$ cat src/verilog/uart6551_cfg.svh
`ifndef UART6551_CFG_SVH
`define UART6551_CFG_SVH

// reference clock feeding the baud generator
`define UART_CLK_HZ 40000000

// width of the 16x divisor and its counter
`define UART_CNT_BITS 24

// baud index after reset, 9600 baud
`define UART_RESET_BAUD 5'd14

`endif
$ cat src/verilog/uart6551Pkg.sv
`default_nettype none

package uart6551Pkg;

	// register map seen on the byte bus
	typedef enum logic [1:0] {
		REG_DATA    = 2'd0,	// tx holding on write, rx buffer on read
		REG_STATUS  = 2'd1,	// flags, write clears framing error
		REG_COMMAND = 2'd2,	// bit 0 receiver enable
		REG_CONTROL = 2'd3	// baud index in bits 4..0
	} regAddrE;

	// transmitter frame phases
	typedef enum logic [1:0] {
		TX_IDLE,
		TX_START,
		TX_DATA,
		TX_STOP
	} txStateE;

	// receiver frame phases
	typedef enum logic [1:0] {
		RX_IDLE,
		RX_START,
		RX_DATA,
		RX_STOP
	} rxStateE;

endpackage

`default_nettype wire

$ cat src/verilog/uart6551If.sv
`timescale 1ns/1ps
`default_nettype none

// links the register block with the serial engines
interface uart6551If;
	logic [7:0] txHold;	// byte waiting for the transmitter
	logic       txHoldFull;
	logic       txTake;	// tx grabbed txHold this cycle
	logic [7:0] rxByte;	// last assembled byte
	logic       rxStrobe;	// one cycle, byte + error valid
	logic       rxFrameErr;	// stop sample was low
	logic       rxEnable;
	logic       baudTick;	// 16x oversampling tick

	modport regs (
		output txHold, txHoldFull, rxEnable,
		input  txTake, rxByte, rxStrobe, rxFrameErr
	);

	modport tx (
		input  txHold, txHoldFull, baudTick,
		output txTake
	);

	modport rx (
		input  rxEnable, baudTick,
		output rxByte, rxStrobe, rxFrameErr
	);

	modport gen (output baudTick);
endinterface

`default_nettype wire

$ cat src/verilog/uart6551.sv
`timescale 1ns/1ps
`default_nettype none

module uart6551 (
	input  wire logic       clk,
	input  wire logic       rst,
	input  wire logic       cs,	// bus strobe
	input  wire logic       we,
	input  wire logic [1:0] adr,
	input  wire logic [7:0] dati,
	output wire logic [7:0] dato,
	input  wire logic       rxd,
	output wire logic       txd
);
	import uart6551Pkg::*;

	wire [4:0] baudIdx;	// control register to baud generator

	uart6551If bus ();

	uart6551Regs uRegs (
		.clk     (clk),
		.rst     (rst),
		.cs      (cs),
		.we      (we),
		.adr     (regAddrE'(adr)),
		.dati    (dati),
		.dato    (dato),
		.baudIdx (baudIdx),
		.bus     (bus.regs)
	);

	uart6551BaudGen uBaudGen (.clk(clk), .rst(rst), .baudIdx(baudIdx), .bus(bus.gen));

	uart6551Tx uTx (.clk(clk), .rst(rst), .txd(txd), .bus(bus.tx));

	uart6551Rx uRx (.clk(clk), .rst(rst), .rxd(rxd), .bus(bus.rx));

endmodule

`default_nettype wire

$ cat src/verilog/uart6551BaudGen.sv
`timescale 1ns/1ps
`include "uart6551_cfg.svh"
`default_nettype none

module uart6551BaudGen (
	input  wire logic       clk,
	input  wire logic       rst,
	input  wire logic [4:0] baudIdx,
	uart6551If.gen          bus
);

	logic [`UART_CNT_BITS-1:0] div;	// table output
	logic [`UART_CNT_BITS-1:0] cnt;	// counts down to the next tick
	logic [4:0]                idxQ;	// index the count was started with
	logic                      restart;

	uart6551BaudLut uLut (.a(baudIdx), .o(div));

	assign restart = (baudIdx != idxQ);

	// tick on reload, never while stopped or restarting
	assign bus.baudTick = (cnt == '0) && (div != '0) && !restart;

	always_ff @(posedge clk) begin
		if (rst) begin
			idxQ <= '0;	// forces a restart once the index settles
			cnt  <= '0;
		end else if (restart) begin
			idxQ <= baudIdx;
			cnt  <= (div == '0) ? '0 : div - 1'b1;
		end else if (div == '0) begin
			cnt <= '0;	// index 0, hold
		end else if (cnt == '0) begin
			cnt <= div - 1'b1;	// reload, period of div clocks
		end else begin
			cnt <= cnt - 1'b1;
		end
	end

endmodule

`default_nettype wire

$ cat src/verilog/uart6551BaudLut.sv
`timescale 1ns/1ps
`include "uart6551_cfg.svh"
`default_nettype none

module uart6551BaudLut (
	input  wire logic [4:0]                a,	// baud index
	output logic      [`UART_CNT_BITS-1:0] o	// clocks per 16x tick
);

	// clk / (16 * baud), rounded; rate given in hundredths of a baud
	// so the odd teletype rates come out right
	function automatic logic [`UART_CNT_BITS-1:0] baudDiv(input longint cbaud);
		longint q;
		q = (longint'(`UART_CLK_HZ) * 100 + 8 * cbaud) / (16 * cbaud);
		return q[`UART_CNT_BITS-1:0];
	endfunction

	always_comb begin
		case (a)
		5'd0:    o = '0;	// generator stopped
		5'd1:    o = baudDiv(5000);	// 50
		5'd2:    o = baudDiv(7500);	// 75
		5'd3:    o = baudDiv(10992);	// 109.92
		5'd4:    o = baudDiv(13458);	// 134.58
		5'd5:    o = baudDiv(15000);	// 150
		5'd6:    o = baudDiv(30000);	// 300
		5'd7:    o = baudDiv(60000);	// 600
		5'd8:    o = baudDiv(120000);	// 1200
		5'd9:    o = baudDiv(180000);	// 1800
		5'd10:   o = baudDiv(240000);	// 2400
		5'd11:   o = baudDiv(360000);	// 3600
		5'd12:   o = baudDiv(480000);	// 4800
		5'd13:   o = baudDiv(720000);	// 7200
		5'd14:   o = baudDiv(960000);	// 9600
		5'd15:   o = baudDiv(1920000);	// 19200
		5'd16:   o = baudDiv(3840000);	// 38400
		5'd17:   o = baudDiv(5760000);	// 57600
		5'd18:   o = baudDiv(11520000);	// 115200
		5'd19:   o = baudDiv(23040000);	// 230400
		5'd20:   o = baudDiv(46080000);	// 460800
		5'd21:   o = baudDiv(92160000);	// 921600
		default: o = baudDiv(960000);	// unused codes fall back to 9600
		endcase
	end

endmodule

`default_nettype wire

$ cat src/verilog/uart6551Regs.sv
`timescale 1ns/1ps
`include "uart6551_cfg.svh"
`default_nettype none

module uart6551Regs (
	input  wire logic                  clk,
	input  wire logic                  rst,
	input  wire logic                  cs,
	input  wire logic                  we,
	input  wire uart6551Pkg::regAddrE  adr,
	input  wire logic [7:0]            dati,
	output logic      [7:0]            dato,
	output logic      [4:0]            baudIdx,
	uart6551If.regs                    bus
);
	import uart6551Pkg::*;

	logic       rd, wr;
	logic       rdData, wrData, wrStatus, wrCommand, wrControl;
	logic [7:0] rxData;	// receive buffer
	logic       rxFull, overrun, framingErr;
	logic [7:0] rdMux;

	// ==================================================================
	// bus decode
	// ==================================================================
	assign rd        = cs & ~we;
	assign wr        = cs & we;
	assign rdData    = rd && (adr == REG_DATA);
	assign wrData    = wr && (adr == REG_DATA);
	assign wrStatus  = wr && (adr == REG_STATUS);
	assign wrCommand = wr && (adr == REG_COMMAND);
	assign wrControl = wr && (adr == REG_CONTROL);

	// ==================================================================
	// transmit holding register
	// ==================================================================
	always_ff @(posedge clk) begin
		if (rst)
			bus.txHoldFull <= 1'b0;
		else if (wrData)
			bus.txHoldFull <= 1'b1;	// new byte wins over a take
		else if (bus.txTake)
			bus.txHoldFull <= 1'b0;
	end

	always_ff @(posedge clk)
		if (wrData) bus.txHold <= dati;	// overwrites a pending byte

	// ==================================================================
	// receive buffer and flags
	// ==================================================================
	always_ff @(posedge clk) begin
		if (rst) begin
			rxFull     <= 1'b0;
			overrun    <= 1'b0;
			framingErr <= 1'b0;
		end else begin
			if (bus.rxStrobe) begin
				if (rxFull) overrun <= 1'b1;	// new byte dropped
				else        rxFull  <= 1'b1;
				if (bus.rxFrameErr) framingErr <= 1'b1;
			end
			// clears override a same-cycle set
			if (rdData) begin
				rxFull  <= 1'b0;
				overrun <= 1'b0;
			end
			if (wrStatus) framingErr <= 1'b0;
		end
	end

	always_ff @(posedge clk)
		if (bus.rxStrobe && !rxFull) rxData <= bus.rxByte;	// old byte kept on overrun

	// command and control
	always_ff @(posedge clk) begin
		if (rst) begin
			bus.rxEnable <= 1'b1;
			baudIdx      <= `UART_RESET_BAUD;
		end else begin
			if (wrCommand) bus.rxEnable <= dati[0];
			if (wrControl) baudIdx <= dati[4:0];
		end
	end

	// read mux, registered
	always_comb begin
		case (adr)
		REG_DATA:    rdMux = rxData;
		REG_STATUS:  rdMux = {4'b0, framingErr, overrun, ~bus.txHoldFull, rxFull};
		REG_COMMAND: rdMux = {7'b0, bus.rxEnable};
		REG_CONTROL: rdMux = {3'b0, baudIdx};
		default:     rdMux = 8'h00;
		endcase
	end

	always_ff @(posedge clk)
		if (rd) dato <= rdMux;

endmodule

`default_nettype wire

$ cat src/verilog/uart6551Rx.sv
`timescale 1ns/1ps
`default_nettype none

module uart6551Rx (
	input  wire logic clk,
	input  wire logic rst,
	input  wire logic rxd,
	uart6551If.rx     bus
);
	import uart6551Pkg::*;

	rxStateE    state;
	logic       rxS1, rxS2;	// two-flop synchroniser
	logic [3:0] tickCnt;
	logic [2:0] bitCnt;
	logic [7:0] shift;	// lsb arrives first, enters at the top
	logic       midBit;

	always_ff @(posedge clk) begin
		if (rst) begin
			rxS1 <= 1'b1;	// line idles high
			rxS2 <= 1'b1;
		end else begin
			rxS1 <= rxd;
			rxS2 <= rxS1;
		end
	end

	// ==================================================================
	// frame FSM
	// ==================================================================
	assign midBit = bus.baudTick && (tickCnt == 4'd15);

	always_ff @(posedge clk) begin
		if (rst) begin
			state        <= RX_IDLE;
			tickCnt      <= '0;
			bitCnt       <= '0;
			bus.rxStrobe <= 1'b0;
		end else begin
			bus.rxStrobe <= 1'b0;
			if (bus.baudTick) tickCnt <= tickCnt + 1'b1;
			case (state)
			RX_IDLE: if (bus.rxEnable && !rxS2) begin
				state   <= RX_START;	// falling edge seen
				tickCnt <= '0;
			end
			RX_START: if (bus.baudTick && tickCnt == 4'd7) begin
				tickCnt <= '0;	// now aligned to mid-bit
				bitCnt  <= '0;
				state   <= rxS2 ? RX_IDLE : RX_DATA;	// high means glitch
			end
			RX_DATA: if (midBit) begin
				bitCnt <= bitCnt + 1'b1;
				if (bitCnt == 3'd7) state <= RX_STOP;
			end
			RX_STOP: if (midBit) begin
				bus.rxStrobe <= 1'b1;	// valid the cycle after the stop sample
				state        <= RX_IDLE;
			end
			endcase
		end
	end

	always_ff @(posedge clk) begin
		if (state == RX_DATA && midBit) shift <= {rxS2, shift[7:1]};
		if (state == RX_STOP && midBit) bus.rxFrameErr <= ~rxS2;	// stop must be mark
	end

	assign bus.rxByte = shift;	// holds steady while idle

endmodule

`default_nettype wire

$ cat src/verilog/uart6551Tx.sv
`timescale 1ns/1ps
`default_nettype none

module uart6551Tx (
	input  wire logic clk,
	input  wire logic rst,
	output logic      txd,
	uart6551If.tx     bus
);
	import uart6551Pkg::*;

	txStateE    state;
	logic [3:0] tickCnt;	// 16 ticks per bit
	logic [2:0] bitCnt;	// data bit number
	logic [7:0] shift;	// lsb goes out first
	logic       bitEnd;

	// frame starts on a tick only, so start bit is a full 16 ticks
	assign bus.txTake = (state == TX_IDLE) && bus.baudTick && bus.txHoldFull;
	assign bitEnd     = bus.baudTick && (tickCnt == 4'd15);

	always_ff @(posedge clk) begin
		if (rst) begin
			state   <= TX_IDLE;
			tickCnt <= '0;
			bitCnt  <= '0;
		end else begin
			if (bus.baudTick) tickCnt <= tickCnt + 1'b1;
			case (state)
			TX_IDLE: if (bus.txTake) begin
				state   <= TX_START;
				tickCnt <= '0;
			end
			TX_START: if (bitEnd) begin
				state  <= TX_DATA;
				bitCnt <= '0;
			end
			TX_DATA: if (bitEnd) begin
				bitCnt <= bitCnt + 1'b1;
				if (bitCnt == 3'd7) state <= TX_STOP;	// last data bit done
			end
			TX_STOP: if (bitEnd) state <= TX_IDLE;
			endcase
		end
	end

	always_ff @(posedge clk) begin
		if (bus.txTake)               shift <= bus.txHold;
		else if (state == TX_DATA && bitEnd) shift <= {1'b0, shift[7:1]};
	end

	// line level per phase, mark when idle
	always_comb begin
		case (state)
		TX_START: txd = 1'b0;
		TX_DATA:  txd = shift[0];
		default:  txd = 1'b1;
		endcase
	end

endmodule

`default_nettype wire

$ cat config.mk
export PLATFORM = sky130hd
export DESIGN_NAME = uart6551
export DESIGN_NICKNAME = d
export VERILOG_FILES = /design/src/verilog/uart6551Pkg.sv /design/src/verilog/uart6551If.sv /design/src/verilog/uart6551.sv /design/src/verilog/uart6551BaudGen.sv /design/src/verilog/uart6551BaudLut.sv /design/src/verilog/uart6551Regs.sv /design/src/verilog/uart6551Rx.sv /design/src/verilog/uart6551Tx.sv
export VERILOG_INCLUDE_DIRS = /design/src /design/src/verilog
export SDC_FILE = /design/constraint.sdc
export NUM_CORES = 1
export LEC_CHECK = 0
export BUFFER_PORTS_ARGS = -buffer_cell sky130_fd_sc_hd__clkbuf_2
export CAP_MARGIN = 10
export CORE_ASPECT_RATIO = 0.8
export CORE_UTILIZATION = 45
export CTS_BUF_LIST = sky130_fd_sc_hd__clkbuf_8
export DETAILED_ROUTE_END_ITERATION = 8
export GPL_TIMING_DRIVEN = 0
export PLACE_DENSITY_LB_ADDON = 0.08
export SYNTH_ARGS = -nofsm -noshare
export SYNTH_HDL_FRONTEND = slang
export SYNTH_HIERARCHICAL = 1
export SYNTH_SLANG_ARGS = --single-unit
export TNS_END_PERCENT = 50
$ cat constraint.sdc
create_clock -name clk -period 3.5 [get_ports clk]
set_input_delay 0.7 -clock clk [delete_from_list [all_inputs] [get_ports clk]]
set_output_delay 0.7 -clock clk [all_outputs]
set_load 0.01 [all_outputs]
## Yosys cells after proc, flatten, opt, wreduce, memory -nomap -nowiden

Memory sizes are Yosys's and may differ from the RTL's. A register that Yosys moved wholly into a read port is not among the register bits.
Index checks and enable logic that the tools add are counted.

- Bitwise operators: 6
- Equal/unequal tests: 25
- Multiplexer cells: 39
- Reductions and logical operators: 39
- Add/subtract/negate cells: 6

Operators with widths:

| cell | count |
|---|---|
| two-way mux 24 bit | 4 |
| zero test 24 bit | 2 |
| subtractor 24 x 1 -> 24 bit, second input constant | 2 |
| one-hot mux 8 bit (4 select lines) | 1 |
| two-way mux 4 bit | 6 |
| nonzero test 24 bit | 1 |
| two-way mux 2 bit | 11 |
| inequality test 2 x 1 -> 1 bit, second input constant | 9 |
| logical AND 1 bit | 17 |
| two-way mux 8 bit | 2 |
| one-hot mux 2 bit (4 select lines) | 2 |
| equality test 2 bit, second input constant | 6 |
| two-way mux 3 bit | 4 |
| one-hot mux 3 bit (2 select lines) | 2 |
| two-way mux 5 bit | 2 |
| AND reduction 5 bit | 2 |
| adder 4 x 1 -> 4 bit, second input constant | 2 |
| equality test 4 bit, second input constant | 2 |
| one-hot mux 4 bit (2 select lines) | 1 |
| nonzero test 2 bit | 4 |
| adder 3 x 1 -> 3 bit, second input constant | 2 |
| equality test 2 x 1 -> 1 bit, second input constant | 3 |
| equality test 3 bit, second input constant | 2 |
| zero test 2 bit | 3 |
| other kinds (11) | 23 |

- Output and inout bits: 9
- Bits of input ports: 15
- ROM bits: 512
- Register bits after elaboration: 101
- Logic and storage cells: 139
- Memories: 1

Memory list:

| name | depth | bits a word | read ports | clocked after Yosys merged registers in | write ports | line | text |
|---|---|---|---|---|---|---|---|
| (name not given) | 32 | 16 | 1 | 1 | 0 | uart6551BaudLut.sv:19 | `case (a)` |

## Depth between registers and ports, before layout

Gate-level depths: netlist of run 1.

- Depth in word-level cells: 7
- Gate-level depth with buffers: 17
- Gate-level depth less buffers: 13

## By module

Netlist of run 1, hierarchy kept.

Modules (own cells, without submodules):

| module | area each (µm²) | instances | cells each |
|---|---|---|---|
| uart6551BaudGen | 1966.9 | 1 | 229 |
| uart6551Regs | 1281.2 | 1 | 86 |
| uart6551Tx | 884.6 | 1 | 72 |
| uart6551Rx | 863.3 | 1 | 72 |
| uart6551BaudLut | 643.1 | 1 | 89 |

## Worst setup path after synthesis of run 1

OpenSTA, ideal clock, no wires.

- Kind: reg-to-reg
- Start: register uRegs.baudIdx[0]
- End: register uRx.shift[0] (netlist: uRx/bus.rxByte[0]) (enable)
- Data arrival time: 3.331 ns
- Period minus slack after synthesis: 3.714 ns
- Required time: 3.117 ns
- Setup slack: -0.214 ns
- Library setup time: 0.383 ns
- Stages on the path, launching flop included: 13
- Buffers on the path: 1
- Cells stage by stage: dfxtp_1 > inv_1 > ha_1 > or3b_1 > a21oi_1 > a221o_1 > inv_1 > ha_1 > and3_1 > a311oi_1 > buf_6 > nand3_1 > nor3_1

- Longest elaborated chain between the ends: 5

RTL lines:

| element | line | text |
|---|---|---|
| start: declaration | uart6551Regs.sv:13 | `output logic [4:0] baudIdx,` |
| start signal: assignment | uart6551Regs.sv:80 | `` baudIdx <= `UART_RESET_BAUD; `` |
| start signal: assignment | uart6551Regs.sv:83 | `if (wrControl) baudIdx <= dati[4:0];` |
| inequality test 5 bit | uart6551BaudGen.sv:19 | `assign restart = (baudIdx != idxQ);` |
| zero test 1 bit | uart6551BaudGen.sv:22 | `assign bus.baudTick = (cnt == '0) && (div != '0) && !restart;` |
| logical AND 1 bit | uart6551BaudGen.sv:22 |  |
| named net bus.baudTick | uart6551If.sv:13 | `logic baudTick;` |
| logical AND 1 bit | uart6551Rx.sv:32 | `assign midBit = bus.baudTick && (tickCnt == 4'd15);` |
| logical AND 1 bit | uart6551Rx.sv:66 | `if (state == RX_DATA && midBit) shift <= {rxS2, shift[7:1]};` |
| end signal: assignment | uart6551Rx.sv:66 |  |
| end: declaration | uart6551Rx.sv:16 | `logic [7:0] shift;` |

The timed path passes the listed nets, and every way through them passes these cells.
A chain may end at the register's enable or synchronous reset.

## Worst setup path after layout of run 1

- Start: register uBaudGen.cnt[16]
- End: register uTx.shift[5] (data pin)

- Longest elaborated chain between the ends: 6

RTL lines:

| element | line | text |
|---|---|---|
| start: declaration | uart6551BaudGen.sv:13 | `` logic [`UART_CNT_BITS-1:0] cnt; `` |
| start signal: assignment | uart6551BaudGen.sv:30 | `cnt <= (div == '0) ? '0 : div - 1'b1;` |
| start signal: assignment | uart6551BaudGen.sv:34 | `cnt <= div - 1'b1;` |
| start signal: assignment | uart6551BaudGen.sv:36 | `cnt <= cnt - 1'b1;` |
| zero test 24 bit | uart6551BaudGen.sv:22 |  |
| logical AND 1 bit (2 in a row) | uart6551BaudGen.sv:22 |  |
| named net bus.baudTick | uart6551If.sv:13 |  |
| logical AND 1 bit (2 in a row) | uart6551Tx.sv:19 | `assign bus.txTake = (state == TX_IDLE) && bus.baudTick && bus.txHoldFull;` |
| named net bus.txTake | uart6551If.sv:8 | `logic txTake;` |
| two-way mux 8 bit | uart6551Tx.sv:48 | `if (bus.txTake) shift <= bus.txHold;` |
| end signal: assignment | uart6551Tx.sv:48 |  |
| end signal: assignment | uart6551Tx.sv:49 | `else if (state == TX_DATA && bitEnd) shift <= {1'b0, shift[7:1]};` |
| end: declaration | uart6551Tx.sv:15 | `logic [7:0] shift;` |

The timed path passes the listed nets, and every way through them passes these cells.

==> results.md, run 1 <==
Logic synthesis:
- In the synthesized netlist the dominant register cell turns out to be sky130_fd_sc_hd__dfxtp_1.
- By area, the combinational part of the netlist is dominated by simple AND/OR/NAND/NOR gates.
- The Yosys step of the flow raised 6 warnings.
- In the synthesized netlist, the number of instances is 548.
- The share of the Yosys chip area taken by registers is 43.13%.
- Counting flops with a built-in enable in the synthesized netlist gives around 40.
- The synthesized-area fraction occupied by ao, oa, aoi and oai cells is approximately an eighth.
- The synthesized area per cell is 10.29 µm².
- Summing every instance area after synthesis gives around 5600 µm².
- The synthesized netlist devotes 7.766% of its cell area to XOR and XNOR gates.
- Summing the areas of all and, or, nand and nor instances in the mapped netlist gives 21.03% of the synthesized area.
- The synthesized netlist devotes 4.881% of its cell area to adder and majority cells.
- Of all flip-flops after synthesis, the portion carrying an async set or reset was 0%.
- The proportion of synthesized area in mux cells is 5.369%.
- Synthesis instantiated 77 different standard cells from the library.
- The number of register bits inferred by synthesis is 101.

Route:
- For this run, the detailed router's first-pass iteration total came to 5.
- Detailed routing placed a total of 459 µm of wire on met3.
- The met1 wire length is 6174 µm.
- Wires add up to 12420 µm.
- After detailed routing, the number of vias per cell comes to 5.473.
- Across all layers, the routed design uses 4247 vias.
- Wire segments on met2 add up to 5649 µm in the final route.
- The highest metal layer carrying signal wires in the routed design is met4.
- In the routed design, unresolved DRC markers number 0.
- The mean routed wirelength per cell is 16.01 µm.
- Once detail routing completed, the nets flagged for antenna violations numbered 0.
- For this block, the initial DRC count from the detailed router was about 320.

Floorplan:
- In this run the count of I/O pins placed on the die edge is 24.
- The core region is 12210 µm².
- The die is 127.2 µm wide.
- The die is a little over 100 µm tall.
- The initial core utilization is 46.20%.
- The area of the die is approximately 13000 µm².
- In this run the core area contains 36 standard-cell rows.

Finish:
- The core utilization of the finished layout is 52.69%.
- The cell area after layout is 6431 µm².
- The final cell count without fillers is 776.
- In the final design database the tool counted between 600 and 700 nets.
- 0 antenna diodes ended up in the layout.
- The area growth from synthesis to layout is 14.04%.
- In the final layout, the share of cells above drive strength 1 is approximately 23%.

STA:
- The final number of max-transition violations is 0.
- The minimum period implied by the final worst setup slack is 3.359 ns.
- Setup violations remaining at the end of the flow were counted as 0.
- Measured against its own limit, the worst slew margin works out to a little under half.
- After layout, the worst setup slack is between 0.1 and 0.15 ns.
- Setup repair after global routing left no endpoint under its margin.
- The worst hold margin is roughly 0.43 ns.
- The achievable frequency is 297.7 MHz.
- The portion of the clock cycle consumed by the worst path in the final layout is 95.97%.
- Setup total negative slack on the finished layout was measured at 0 ns.
- At the pin with the least slew margin, the transition time is around 0.81 ns.
- The number of hold-slack violations in the final timing report is 0.
- The worst clock skew is about 0.012 ns.

Global route:
- The global-route wire length before repair is around 21000 µm.
- The final global-route overflow total is 0.
- The number of antenna violations at the first check in global routing is 0.
- The via count of the first global-routing pass is 4120.
- Entering global routing, the biggest net connects 21 pins.
- In the global route stage, overall resource usage came out at between 20 and 25%.

Power:
- The sequential share of power is 53.6%.
- The power per cell area is around 380 nW/µm².
- IR analysis of the VDD net gives a maximum drop of ~220 µV.
- The relative contribution of combinational cells to total power is 16.4%.
- The net load switching power is 0.7109 mW.
- After layout, the design draws a total of 2.416 mW.
- For this design the static power due to leakage is roughly 2.4 nW.
- In this run switching power makes up 29.43% of total power.
- The internal portion of the total power is 1.705 mW.
- The share of total power dissipated in the clock network is around 30%.

Worst setup path:
- The origin of the critical flop-to-flop path is uBaudGen/cnt[16]$_SDFF_PP0_.
- Measured in cells, the most critical reg-to-reg path has a length of 10.
- The critical-path maximum fanout is 10.
- The most numerous cell on the critical path is sky130_fd_sc_hd__buf_6.
- The endpoint of the lowest-slack register-to-register path is uTx/shift[5]$_DFFE_PP_.
- The gate family responsible for the most delay along the worst path is simple AND/OR/NAND/NOR gates.
- The critical path is of the reg2reg type.
- The cell type of the slowest stage on the worst timing path is sky130_fd_sc_hd__or4_4.
- The arrival time of data at the critical path endpoint is 3.50 ns.
- In this run the register-to-register setup slack is 0.14 ns.
- STA classifies the critical path endpoint as a register.
- The number of buffers and inverters on the critical path is 4.
- The largest stage delay on the critical path is 0.52 ns.
- Walking the worst path, the cells encountered are or4_4, or4_4, or3_4, buf_4, a311oi_4, buf_6, and3_2, buf_6, buf_6, mux2_4.
- The critical path launch point type is a register.
- The worst path required time is 3.64 ns.

Status:
- The run finished with clean final reports.

Placed design:
- After detailed placement, the total cell area comes to 6000 µm².
- Before CTS, the worst setup slack after placement is -0.8709 ns.
- In this run, placement finished with an instance count of 749.
- The congestion estimate from routability-driven global placement came to 0.9040.
- In this run the tool buffered the top-level ports with 23 buffer cells.
- The estimated wirelength of the detail-placed design is 8745 µm.

Clock tree:
- The tree is rooted in a sky130_fd_sc_hd__clkbuf_8.
- TritonCTS built the clock tree.
- The clock-pin slew on the worst setup and hold paths is 0.11 ns.
- The level count of the clock H-tree is 3.
- The clock reaches the later pin of the worst-skew pair after between 0.3 and 0.4 ns.
- The clock sink count is between 100 and 150.
- The deepest clock path buffer count is 2.
- Counting the buffers created by CTS gives 9.

Hold path:
- The worst hold path terminates at uRx/rxS2$_SDFF_PP1_.
- The path class of the lowest-slack min-delay path is reg2reg.
- The worst hold path cell count is 1.
- The beginning of the worst hold path is uRx/rxS1$_SDFF_PP1_.

Flow run:
- Across the run, the number of max-cap violations was 0.
==> area by class of cell <==
type                    count  area [µm²]
fillers                  1075        5776
multi-input cells         404        3063
flip-flops and latches    101        2441
plain buffers              36       264.0
well taps                 171       214.0
repair buffers             34       210.2
clock buffers               9       123.9
clock inverters             7       62.56
inverters                  14       52.55
==> registers in the layout, summed over array words and instances (netlist names), 4 cells and up, named ones only <==
name and flops:
uRx/tickCnt 4, uBaudGen/idxQ 5, uRegs/baudIdx 5, uRegs/dato 8, uTx/tickCnt 4, uTx/shift 8
uRx/bus.rxByte 8, uRegs/bus.txHold 8, uBaudGen/cnt 24, uRegs/rxData 8
==> kinds of logic after synthesis <==
logic type                 after synthesis
DFF                                    101
adders and majority gates               22
AOI/OAI and AO/OA                       94
and+or+nand+nor                        203
buffers and inverters                   50
muxes                                   27
other                                    1
xor gates and xnor gates                50
==> synthesized netlist by cell type (14+ instances only) <==
cell type / count / share of area [%]
sky130_fd_sc_hd__xnor2_1: 33 / 5.1
sky130_fd_sc_hd__edfxtp_1: 41 / 22
sky130_fd_sc_hd__nand2_1: 17 / 1.1
sky130_fd_sc_hd__a21oi_1: 21 / 1.9
sky130_fd_sc_hd__xor2_1: 17 / 2.6
sky130_fd_sc_hd__buf_4: 14 / 1.9
sky130_fd_sc_hd__dfxtp_1: 60 / 21
sky130_fd_sc_hd__nor4_1: 15 / 1.7
sky130_fd_sc_hd__inv_1: 14 / 0.93
sky130_fd_sc_hd__mux2i_1: 19 / 3.4
sky130_fd_sc_hd__ha_1: 22 / 4.9
sky130_fd_sc_hd__nor3_1: 35 / 3.1
sky130_fd_sc_hd__a211oi_1: 18 / 2.4
sky130_fd_sc_hd__nor2_1: 37 / 2.5
==> power by group through the flow <==
stage               registers, mW  logic [mW]  clock network, mW
global placement             1.32       0.373                  0
floorplan                    1.31       0.286                  0
finish                       1.29       0.396              0.726
detailed placement           1.32       0.374                  0
global route                 1.30       0.439              0.804
CTS                          1.29       0.387              0.760
==> placed cells by master (no fill, tap or decap), types with 6 or more instances in the layout <==
master,n
sky130_fd_sc_hd__a211oi_1,17
sky130_fd_sc_hd__mux2i_1,19
sky130_fd_sc_hd__buf_4,24
sky130_fd_sc_hd__xnor2_1,33
sky130_fd_sc_hd__nor3_1,32
sky130_fd_sc_hd__nand2b_1,6
sky130_fd_sc_hd__a21oi_1,20
sky130_fd_sc_hd__nor2b_1,9
sky130_fd_sc_hd__xor2_1,17
sky130_fd_sc_hd__nand2_1,17
sky130_fd_sc_hd__clkbuf_8,9
sky130_fd_sc_hd__inv_1,13
sky130_fd_sc_hd__or3_1,10
sky130_fd_sc_hd__and2_1,6
sky130_fd_sc_hd__clkbuf_2,26
sky130_fd_sc_hd__conb_1,8
sky130_fd_sc_hd__nand3b_1,6
sky130_fd_sc_hd__nand3_1,12
sky130_fd_sc_hd__nor4_1,14
sky130_fd_sc_hd__ha_1,19
sky130_fd_sc_hd__edfxtp_1,41
sky130_fd_sc_hd__o22ai_1,8
sky130_fd_sc_hd__dfxtp_1,57
sky130_fd_sc_hd__nor2_1,35
sky130_fd_sc_hd__nand4_1,8
sky130_fd_sc_hd__buf_6,9
==> how the worst max path moves through the flow <==
stage                                  end  cells after the start  slack (ns)                          start
2_1_floorplan       uTx/shift[0]$_DFFE_PP_                     13       -0.01  uRegs/baudIdx[0]$_SDFFE_PP0P_
3_3_place_gp   uRx/bus.rxByte[5]$_DFFE_PP_                     12       -0.90  uRegs/baudIdx[0]$_SDFFE_PP0P_
3_5_place_dp   uRx/bus.rxByte[5]$_DFFE_PP_                     12       -0.87  uRegs/baudIdx[0]$_SDFFE_PP0P_
4_1_cts             uTx/shift[4]$_DFFE_PP_                     14       0.003  uRegs/baudIdx[1]$_SDFFE_PP1P_
5_1_grt         uRx/bitCnt[0]$_SDFFE_PP0P_                     15        0.01  uRegs/baudIdx[0]$_SDFFE_PP0P_
6_report            uTx/shift[5]$_DFFE_PP_                     10        0.14    uBaudGen/cnt[16]$_SDFF_PP0_
==> metal layers <==
layer / GRT usage [%] / vias up
li1: - / 2129
met1: 28.61 / 2027
met2: 31.99 / 77
met3: 3.560 / 14
met4: 5.495 / 0
met5: 0 / -
==> what timing repair did <==
action / 4_1_cts / 5_1_grt
gates resized for setup: 18 / 17
pin swaps: 2 / 6
endpoints found under the setup margin: 62 / 48
hold buffers: 0 / 0
endpoints found under the hold margin: 0 / 0
setup buffers: 2 / 9
Note: power is estimated with default switching activity, not from simulation.
==> inputs of run 2 (changes only) <==
--- a/config.mk
+++ b/config.mk
@@ -13,7 +13,7 @@
 export CTS_BUF_LIST = sky130_fd_sc_hd__clkbuf_8
 export DETAILED_ROUTE_END_ITERATION = 8
 export GPL_TIMING_DRIVEN = 0
-export PLACE_DENSITY_LB_ADDON = 0.08
+export PLACE_DENSITY = 0.73
 export SYNTH_ARGS = -nofsm -noshare
 export SYNTH_HDL_FRONTEND = slang
 export SYNTH_HIERARCHICAL = 1
==> results.md, run 2 (synthesized netlist as in run 1, its figures left out) <==
Worst setup path:
- The worst path required time is around 3.6 ns.
- The worst setup path is of the reg2reg kind.
- The worst setup path is captured at a register.
- Data arrives at the worst endpoint at about 3.5 ns.
- The capture point of the critical path is uTx/shift[2]$_DFFE_PP_.
- The worst reg-to-reg path cell count is 9.
- The critical path launch point type is a register.
- The origin of the critical flop-to-flop path is uBaudGen/cnt[19]$_SDFF_PP0_.
- The critical path starts at uBaudGen/cnt[19]$_SDFF_PP0_.
- Of all nets on the critical path, the largest fanout is 14.
- The endpoint of the lowest-slack register-to-register path is uTx/shift[2]$_DFFE_PP_.
- The minimum setup slack among reg-to-reg paths is 0.09 ns.

Power:
- Summed over all cells, the static leakage comes to 2.368 nW.
- Dividing total power by cell area gives a power density of 380.2 nW/µm².
- IR analysis of the VDD net gives a maximum drop of 231.1 µV.

Finish:
- Fill cells in the final layout number 1022.
- The number of flip-flops under the largest register name is 24.
- Leaving out fill and tap cells, the most frequent cell in the layout is sky130_fd_sc_hd__dfxtp_1.
- From synthesis to final layout, the design area changed by 15.24%.
- The number of nets in the layout is 641.
- The fraction of layout cells with a size suffix above 1 is 23.32%.
- Leaving out fill and tap cells, the most frequent cells in the layout are sky130_fd_sc_hd__dfxtp_1, sky130_fd_sc_hd__edfxtp_1, sky130_fd_sc_hd__nor2_1.
- Summing all flip-flop and latch instances after layout gives around 2400 µm².
- The number of antenna cells inserted is 0.
- More flip-flops sit in one register than any other, and that register is uBaudGen/cnt.
- Summing all multi-input logic gate instances after layout gives 3069 µm².

Floorplan:
- The initialized floorplan defines 36 standard-cell rows.
- The initial core utilization is ~46%.
- Pin placement for this block handled 24 I/O pins.
- In this run the horizontal extent of the chip is 127.2 µm.
- The area of the die is 12990 µm².
- The height of the die is 102.1 µm.
- The area of the core region is approximately 12000 µm².

Clock tree:
- The clock-pin slew on the worst setup and hold paths is approximately 0.1 ns.
- For this design, the CTS-stage hold fixing added 0 buffers.
- The clock insertion delay at the later pin of the skew report is 0.37 ns.
- The number of clock buffers inserted by TritonCTS is 9.
- The level count of the clock H-tree is 3.
- The tree built by TritonCTS fans out to approximately 100 sinks.
- The clock tree from TritonCTS is yes.
- The deepest clock path buffer count is 2.
- The CTS root buffer is sky130_fd_sc_hd__clkbuf_8.

STA:
- The final number of max-transition violations is 0.
- After routing, the total negative slack on setup checks comes to 0 ns.
- The number of hold-slack violations in the final timing report came to 0.
- Headroom to the max-slew limit came out at between 50% and 60%.
- The portion of the clock cycle consumed by the worst path in the final layout is 97.49%.
- Across the routed clock network, the largest skew measured is 0.01301 ns.
- The minimum period implied by the final worst setup slack is about 3.4 ns.
- For the pin with the worst max-slew slack, the measured transition is 0.7148 ns.
- Setup violations remaining at the end of the flow were counted as 0.
- The worst hold margin is 0.4411 ns.
- Setup repair after global routing left no endpoint under its margin.
- The achievable frequency is a little under 300 MHz.

Global route:
- The via count of the first global-routing pass was 3983.
- Entering global routing, the biggest net connects 21 pins.
- The global-route wire length before repair is 19660 µm.
- The total overflow left after global routing is 0.
- Across every metal layer, demand over resource in global routing totals 19.16%.
- The number of antenna violations at the first check in global routing is 0.

Route:
- The total wirelength of the detailed-routed design is 11760 µm.
- The mean routed wirelength per cell is around 15 µm.
- The residual DRC count is 0.
- The violation count after the first detailed-routing iteration is approximately 300.
- The remaining antenna violation count is 0.
- The first-pass iteration count of the detailed router is 4.
- The mean number of vias per cell is roughly 5.5.
- Across all layers, the routed design uses 4256 vias.

Flow run:
- The count of max-cap constraint violations is 0.

Hold path:
- The tightest min-delay check is of the reg2reg type.

Placed design:
- The estimated wirelength of the detail-placed design is ~8400 µm.
- The number of buffer cells added on primary ports is 23.
- The congestion estimate from routability-driven global placement came to 0.8987.

Status:
- The run finished with clean final reports.
-- run 2: per-stage QoR --
step	power (mW)	std cells	instance area (µm²)	util [%]	setup WS [ns]
finish	2.471	780	6499	53.24	0.08787
global placement	1.678	749	6000	49.15	-0.8382
floorplan	1.600	555	5670	-	-0.01236
detailed placement	1.692	749	6000	49.15	-0.8326
CTS	2.479	768	6324	51.80	0.009284
global route	2.594	780	6499	53.24	0.009079
-- run 2: worst min path at each step --
| stage | start | endpoint | slack [ns] | cells after the start |
|---|---|---|---|---|
| 3_5_place_dp | uRx/rxS1$_SDFF_PP1_ | uRx/rxS2$_SDFF_PP1_ | 0.41 | 1 |
| 3_3_place_gp | uRx/rxS1$_SDFF_PP1_ | uRx/rxS2$_SDFF_PP1_ | 0.40 | 1 |
| 4_1_cts | uRx/bus.rxByte[0]$_DFFE_PP_ | uRegs/rxData[0]$_DFFE_PP_ | 0.44 | 0 |
| 6_report | uRx/rxS1$_SDFF_PP1_ | uRx/rxS2$_SDFF_PP1_ | 0.44 | 1 |
| 5_1_grt | uRx/bus.rxByte[0]$_DFFE_PP_ | uRegs/rxData[0]$_DFFE_PP_ | 0.45 | 0 |
| 2_1_floorplan | uRx/rxS1$_SDFF_PP1_ | uRx/rxS2$_SDFF_PP1_ | 0.39 | 1 |
-- run 2: where the power goes --
| group | internal (mW) | switching [mW] |
|---|---|---|
| Sequential | 1.26 | 0.0359 |
| Clock | 0.362 | 0.420 |
| Combinational | 0.174 | 0.222 |
-- run 2: final cells by class --
cell class,count,share of cell area [%]
clock inverters,6,1.136
multi-input cells,404,47.23
clock buffers,10,2.118
flip-flops and latches,101,37.56
plain buffers,35,3.928
inverters,14,0.9241
well taps,171,3.292
repair buffers,39,3.812
-- run 2: per-layer routing --
layer,global-route usage [%],vias up,wire length [µm]
met5,0,-,0
li1,-,2129,-
met4,5.861,0,110
met2,31.02,86,5515
met3,3.508,9,405
met1,26.28,2032,5726
-- run 2: worst max-delay path, stage by stage (launching register included) --
cell,delay (ns)
sky130_fd_sc_hd__dfxtp_1,0.34
sky130_fd_sc_hd__or4_4,0.55
sky130_fd_sc_hd__or4_4,0.47
sky130_fd_sc_hd__or3_4,0.41
sky130_fd_sc_hd__buf_4,0.18
sky130_fd_sc_hd__a311oi_4,0.35
sky130_fd_sc_hd__buf_6,0.18
sky130_fd_sc_hd__and3_2,0.17
sky130_fd_sc_hd__buf_6,0.17
sky130_fd_sc_hd__mux2_2,0.35
-- run 2: timing repair --
action	in CTS	in global routing
resized for setup	18	19
pin swaps	2	5
setup endpoints to repair	62	42
buffers inserted	3	13
==> inputs of run 3 (changes only) <==
--- a/config.mk
+++ b/config.mk
@@ -13,7 +13,7 @@
 export CTS_BUF_LIST = sky130_fd_sc_hd__clkbuf_8
 export DETAILED_ROUTE_END_ITERATION = 8
 export GPL_TIMING_DRIVEN = 0
-export PLACE_DENSITY = 0.73
+export PLACE_DENSITY = 0.67
 export SYNTH_ARGS = -nofsm -noshare
 export SYNTH_HDL_FRONTEND = slang
 export SYNTH_HIERARCHICAL = 1
==> results.md, run 3 (synthesized netlist as in run 1, its figures left out) <==
Finish:
- The final layout contains 640 nets.
- The number of antenna cells inserted is 0.
- In the layout the commonest cells are sky130_fd_sc_hd__dfxtp_1, sky130_fd_sc_hd__edfxtp_1, sky130_fd_sc_hd__nor2_1.
- Cells with a size suffix above 1 make up 22.70% of the layout.
- The most common library cell in the layout ignoring fill and taps is sky130_fd_sc_hd__dfxtp_1.
- The core utilization of the finished layout is 52.70%.
- The number of fill cells is 1063.
- Registers take 2441 µm².
- The final cell count without fillers is 779.
- The area growth from synthesis to layout is 14.07%.
- The register with the most flip-flops in the layout has 24 of them.
- The multi-input combinational cells in the finished layout cover a total of 3058 µm².
- The top register by number of flip-flops is uBaudGen/cnt.

Floorplan:
- The floorplan step set the die height to between 100 and 150 µm.
- The area of the die is 12990 µm².
- The floorplan has 36 rows.
- The I/O pin count is 24.
- The die is ~130 µm wide.
- The initial utilization of the core area, before any placement, comes to 46.20%.
- The area of the core region is between 10000 and 15000 µm².

Route:
- After detailed routing, the number of remaining DRC violations is 0.
- The first-pass iteration count of the detailed router is 5.
- The routed via count is approximately 4300.
- Using the TritonRoute via totals, the vias-per-cell ratio works out to 5.515.
- After detailed routing, the average wire length per cell comes to roughly 16 µm.
- The violation count after the first detailed-routing iteration is about 310.
- Wires add up to 12180 µm.
- The remaining antenna violation count is 0.

STA:
- The final number of max-transition violations is 0.
- The final critical path takes up 97.01% of the cycle.
- The number of hold-slack violations in the final timing report came to 0.
- The worst path needs about 3.4 ns of the cycle, external delays included.
- Setup repair after global routing left no endpoint under its margin.
- The transition time of the tightest slew-check pin is 0.8158 ns.
- The worst pin sits at a relative slew slack of a little under half.
- Clock skew on the completed layout was measured at ~0.016 ns.
- The final setup violation count is 0.
- The achievable frequency is 294.5 MHz.
- The worst hold margin is 0.4154 ns.

Worst setup path:
- The critical-path maximum fanout is 10.
- Among the stages of the critical path, the cell type that occurs most often is sky130_fd_sc_hd__buf_6.
- The arrival time of data at the critical path endpoint is 3.53 ns.
- The critical path class is reg2reg.
- The largest stage delay on the critical path is 0.55 ns.
- The type of element capturing the critical path is a register.
- The cell type of the slowest stage on the worst timing path is sky130_fd_sc_hd__or4_4.
- Traced cell by cell, the critical path runs through or4_4, or4_4, or3_4, buf_4, a311oi_4, buf_6, and3_2, buf_6, buf_6, mux2_4.
- The worst path required time is 3.64 ns.
- STA classifies the critical path startpoint as a register.

Clock tree:
- The clock-pin slew on the worst setup and hold paths is 0.10 ns.
- Clock tree synthesis inserted a total of 9 buffers.
- The clock insertion delay at the later pin of the skew report is 0.39 ns.
- TritonCTS built the clock tree.
- Counting every sink on the clock net gives 101.
- The CTS root buffer is sky130_fd_sc_hd__clkbuf_8.
- The deepest clock path buffer count is 2.
- The level count of the clock H-tree is 3.

Global route:
- The overall routing resource usage is 19.93%.
- The via count of the first global-routing pass is 4077.
- The number of antenna violations at the first check in global routing is 0.
- The first global-routing pass estimated 20200 µm of wire.
- The final global-route overflow total is 0.
- The pin count of the biggest net entering global routing is 21.

Placed design:
- The count of placed standard cells including taps is 749.
- The estimated wirelength of the detail-placed design is 8597 µm.
- The count of buffers added on input and output ports is 23.
- The final estimated routing congestion in global placement is 0.8555.

Power:
- The peak ir drop on the vdd network is 243.2 µV.
- In this run the power density over the cells is 371.9 nW/µm².
- For this design the static power due to leakage is about 2.4 nW.

Flow run:
- The count of max-cap constraint violations is 0.

Hold path:
- The path class of the lowest-slack min-delay path is reg2reg.

Status:
- The flow ran to the end, and the final reports show no timing, DRC or antenna violations.
-- run 3: cell count changes in the layout (fill, tap and decap cells not counted), sizes merged --
cell,change
buf,-1
bufinv,-1
clkbuf,-1
inv,+2
-- run 3: area by class of cell --
cell class | instances | area share (%)
inverters | 14 | 0.8170
flip-flops and latches | 101 | 37.95
repair buffers | 37 | 3.423
clock inverters | 7 | 0.9142
clock buffers | 9 | 1.926
well taps | 171 | 3.326
multi-input cells | 404 | 47.54
plain buffers | 36 | 4.104
-- run 3: per-stage QoR --
step | total power, mW | TNS [ns] | worst slack [ns] | instance area [µm²]
finish | 2.392 | 0 | 0.1048 | 6432
global route | 2.509 | 0 | 0.002939 | 6432
CTS | 2.405 | 0 | 0.07025 | 6315
detailed placement | 1.694 | -36.98 | -0.9889 | 6000
global placement | 1.685 | -35.00 | -0.9269 | 6000
floorplan | 1.600 | -0.09891 | -0.01236 | 5670
-- run 3: timing repair --
item	in CTS	in global routing
hold buffers	0	0
endpoints found under the hold margin	0	0
resized for setup	19	17
pin swaps	3	3
buffers inserted	5	9
setup endpoints to repair	62	44
-- run 3: critical path, delay by kind of cell (launching register included) --
| family | cells | cell delay, ns |
|---|---|---|
| compound gates | 1 | 0.27 |
| flops | 1 | 0.33 |
| buf+inv | 4 | 0.64 |
| simple gates | 4 | 1.61 |
| mux | 1 | 0.30 |
-- run 3: where the power goes --
group | switching (mW) | internal [mW] | total, mW
logic | 0.226 | 0.173 | 0.399
clock network | 0.432 | 0.269 | 0.701
registers | 0.0347 | 1.26 | 1.29
total | 0.692 | 1.70 | 2.39
-- run 3: worst paths after layout --
kind	start	to	slack, ns	cells past startpoint
hold reg to reg	uRx/rxS1$_SDFF_PP1_	uRx/rxS2$_SDFF_PP1_	0.42	1
setup reg to reg	uBaudGen/cnt[19]$_SDFF_PP0_	uTx/shift[6]$_DFFE_PP_	0.10	10
hold / removal	uRx/rxS1$_SDFF_PP1_	uRx/rxS2$_SDFF_PP1_	0.42	1
setup / recovery	uBaudGen/cnt[19]$_SDFF_PP0_	uTx/shift[6]$_DFFE_PP_	0.10	10
-- run 3: per-layer routing --
metal / part of all wire [%] / GRT usage (%)
met1: 49 / 27.25
met2: 46 / 31.23
met4: 0.89 / 5.311
met5: 0 / 0
met3: 4.3 / 5.445
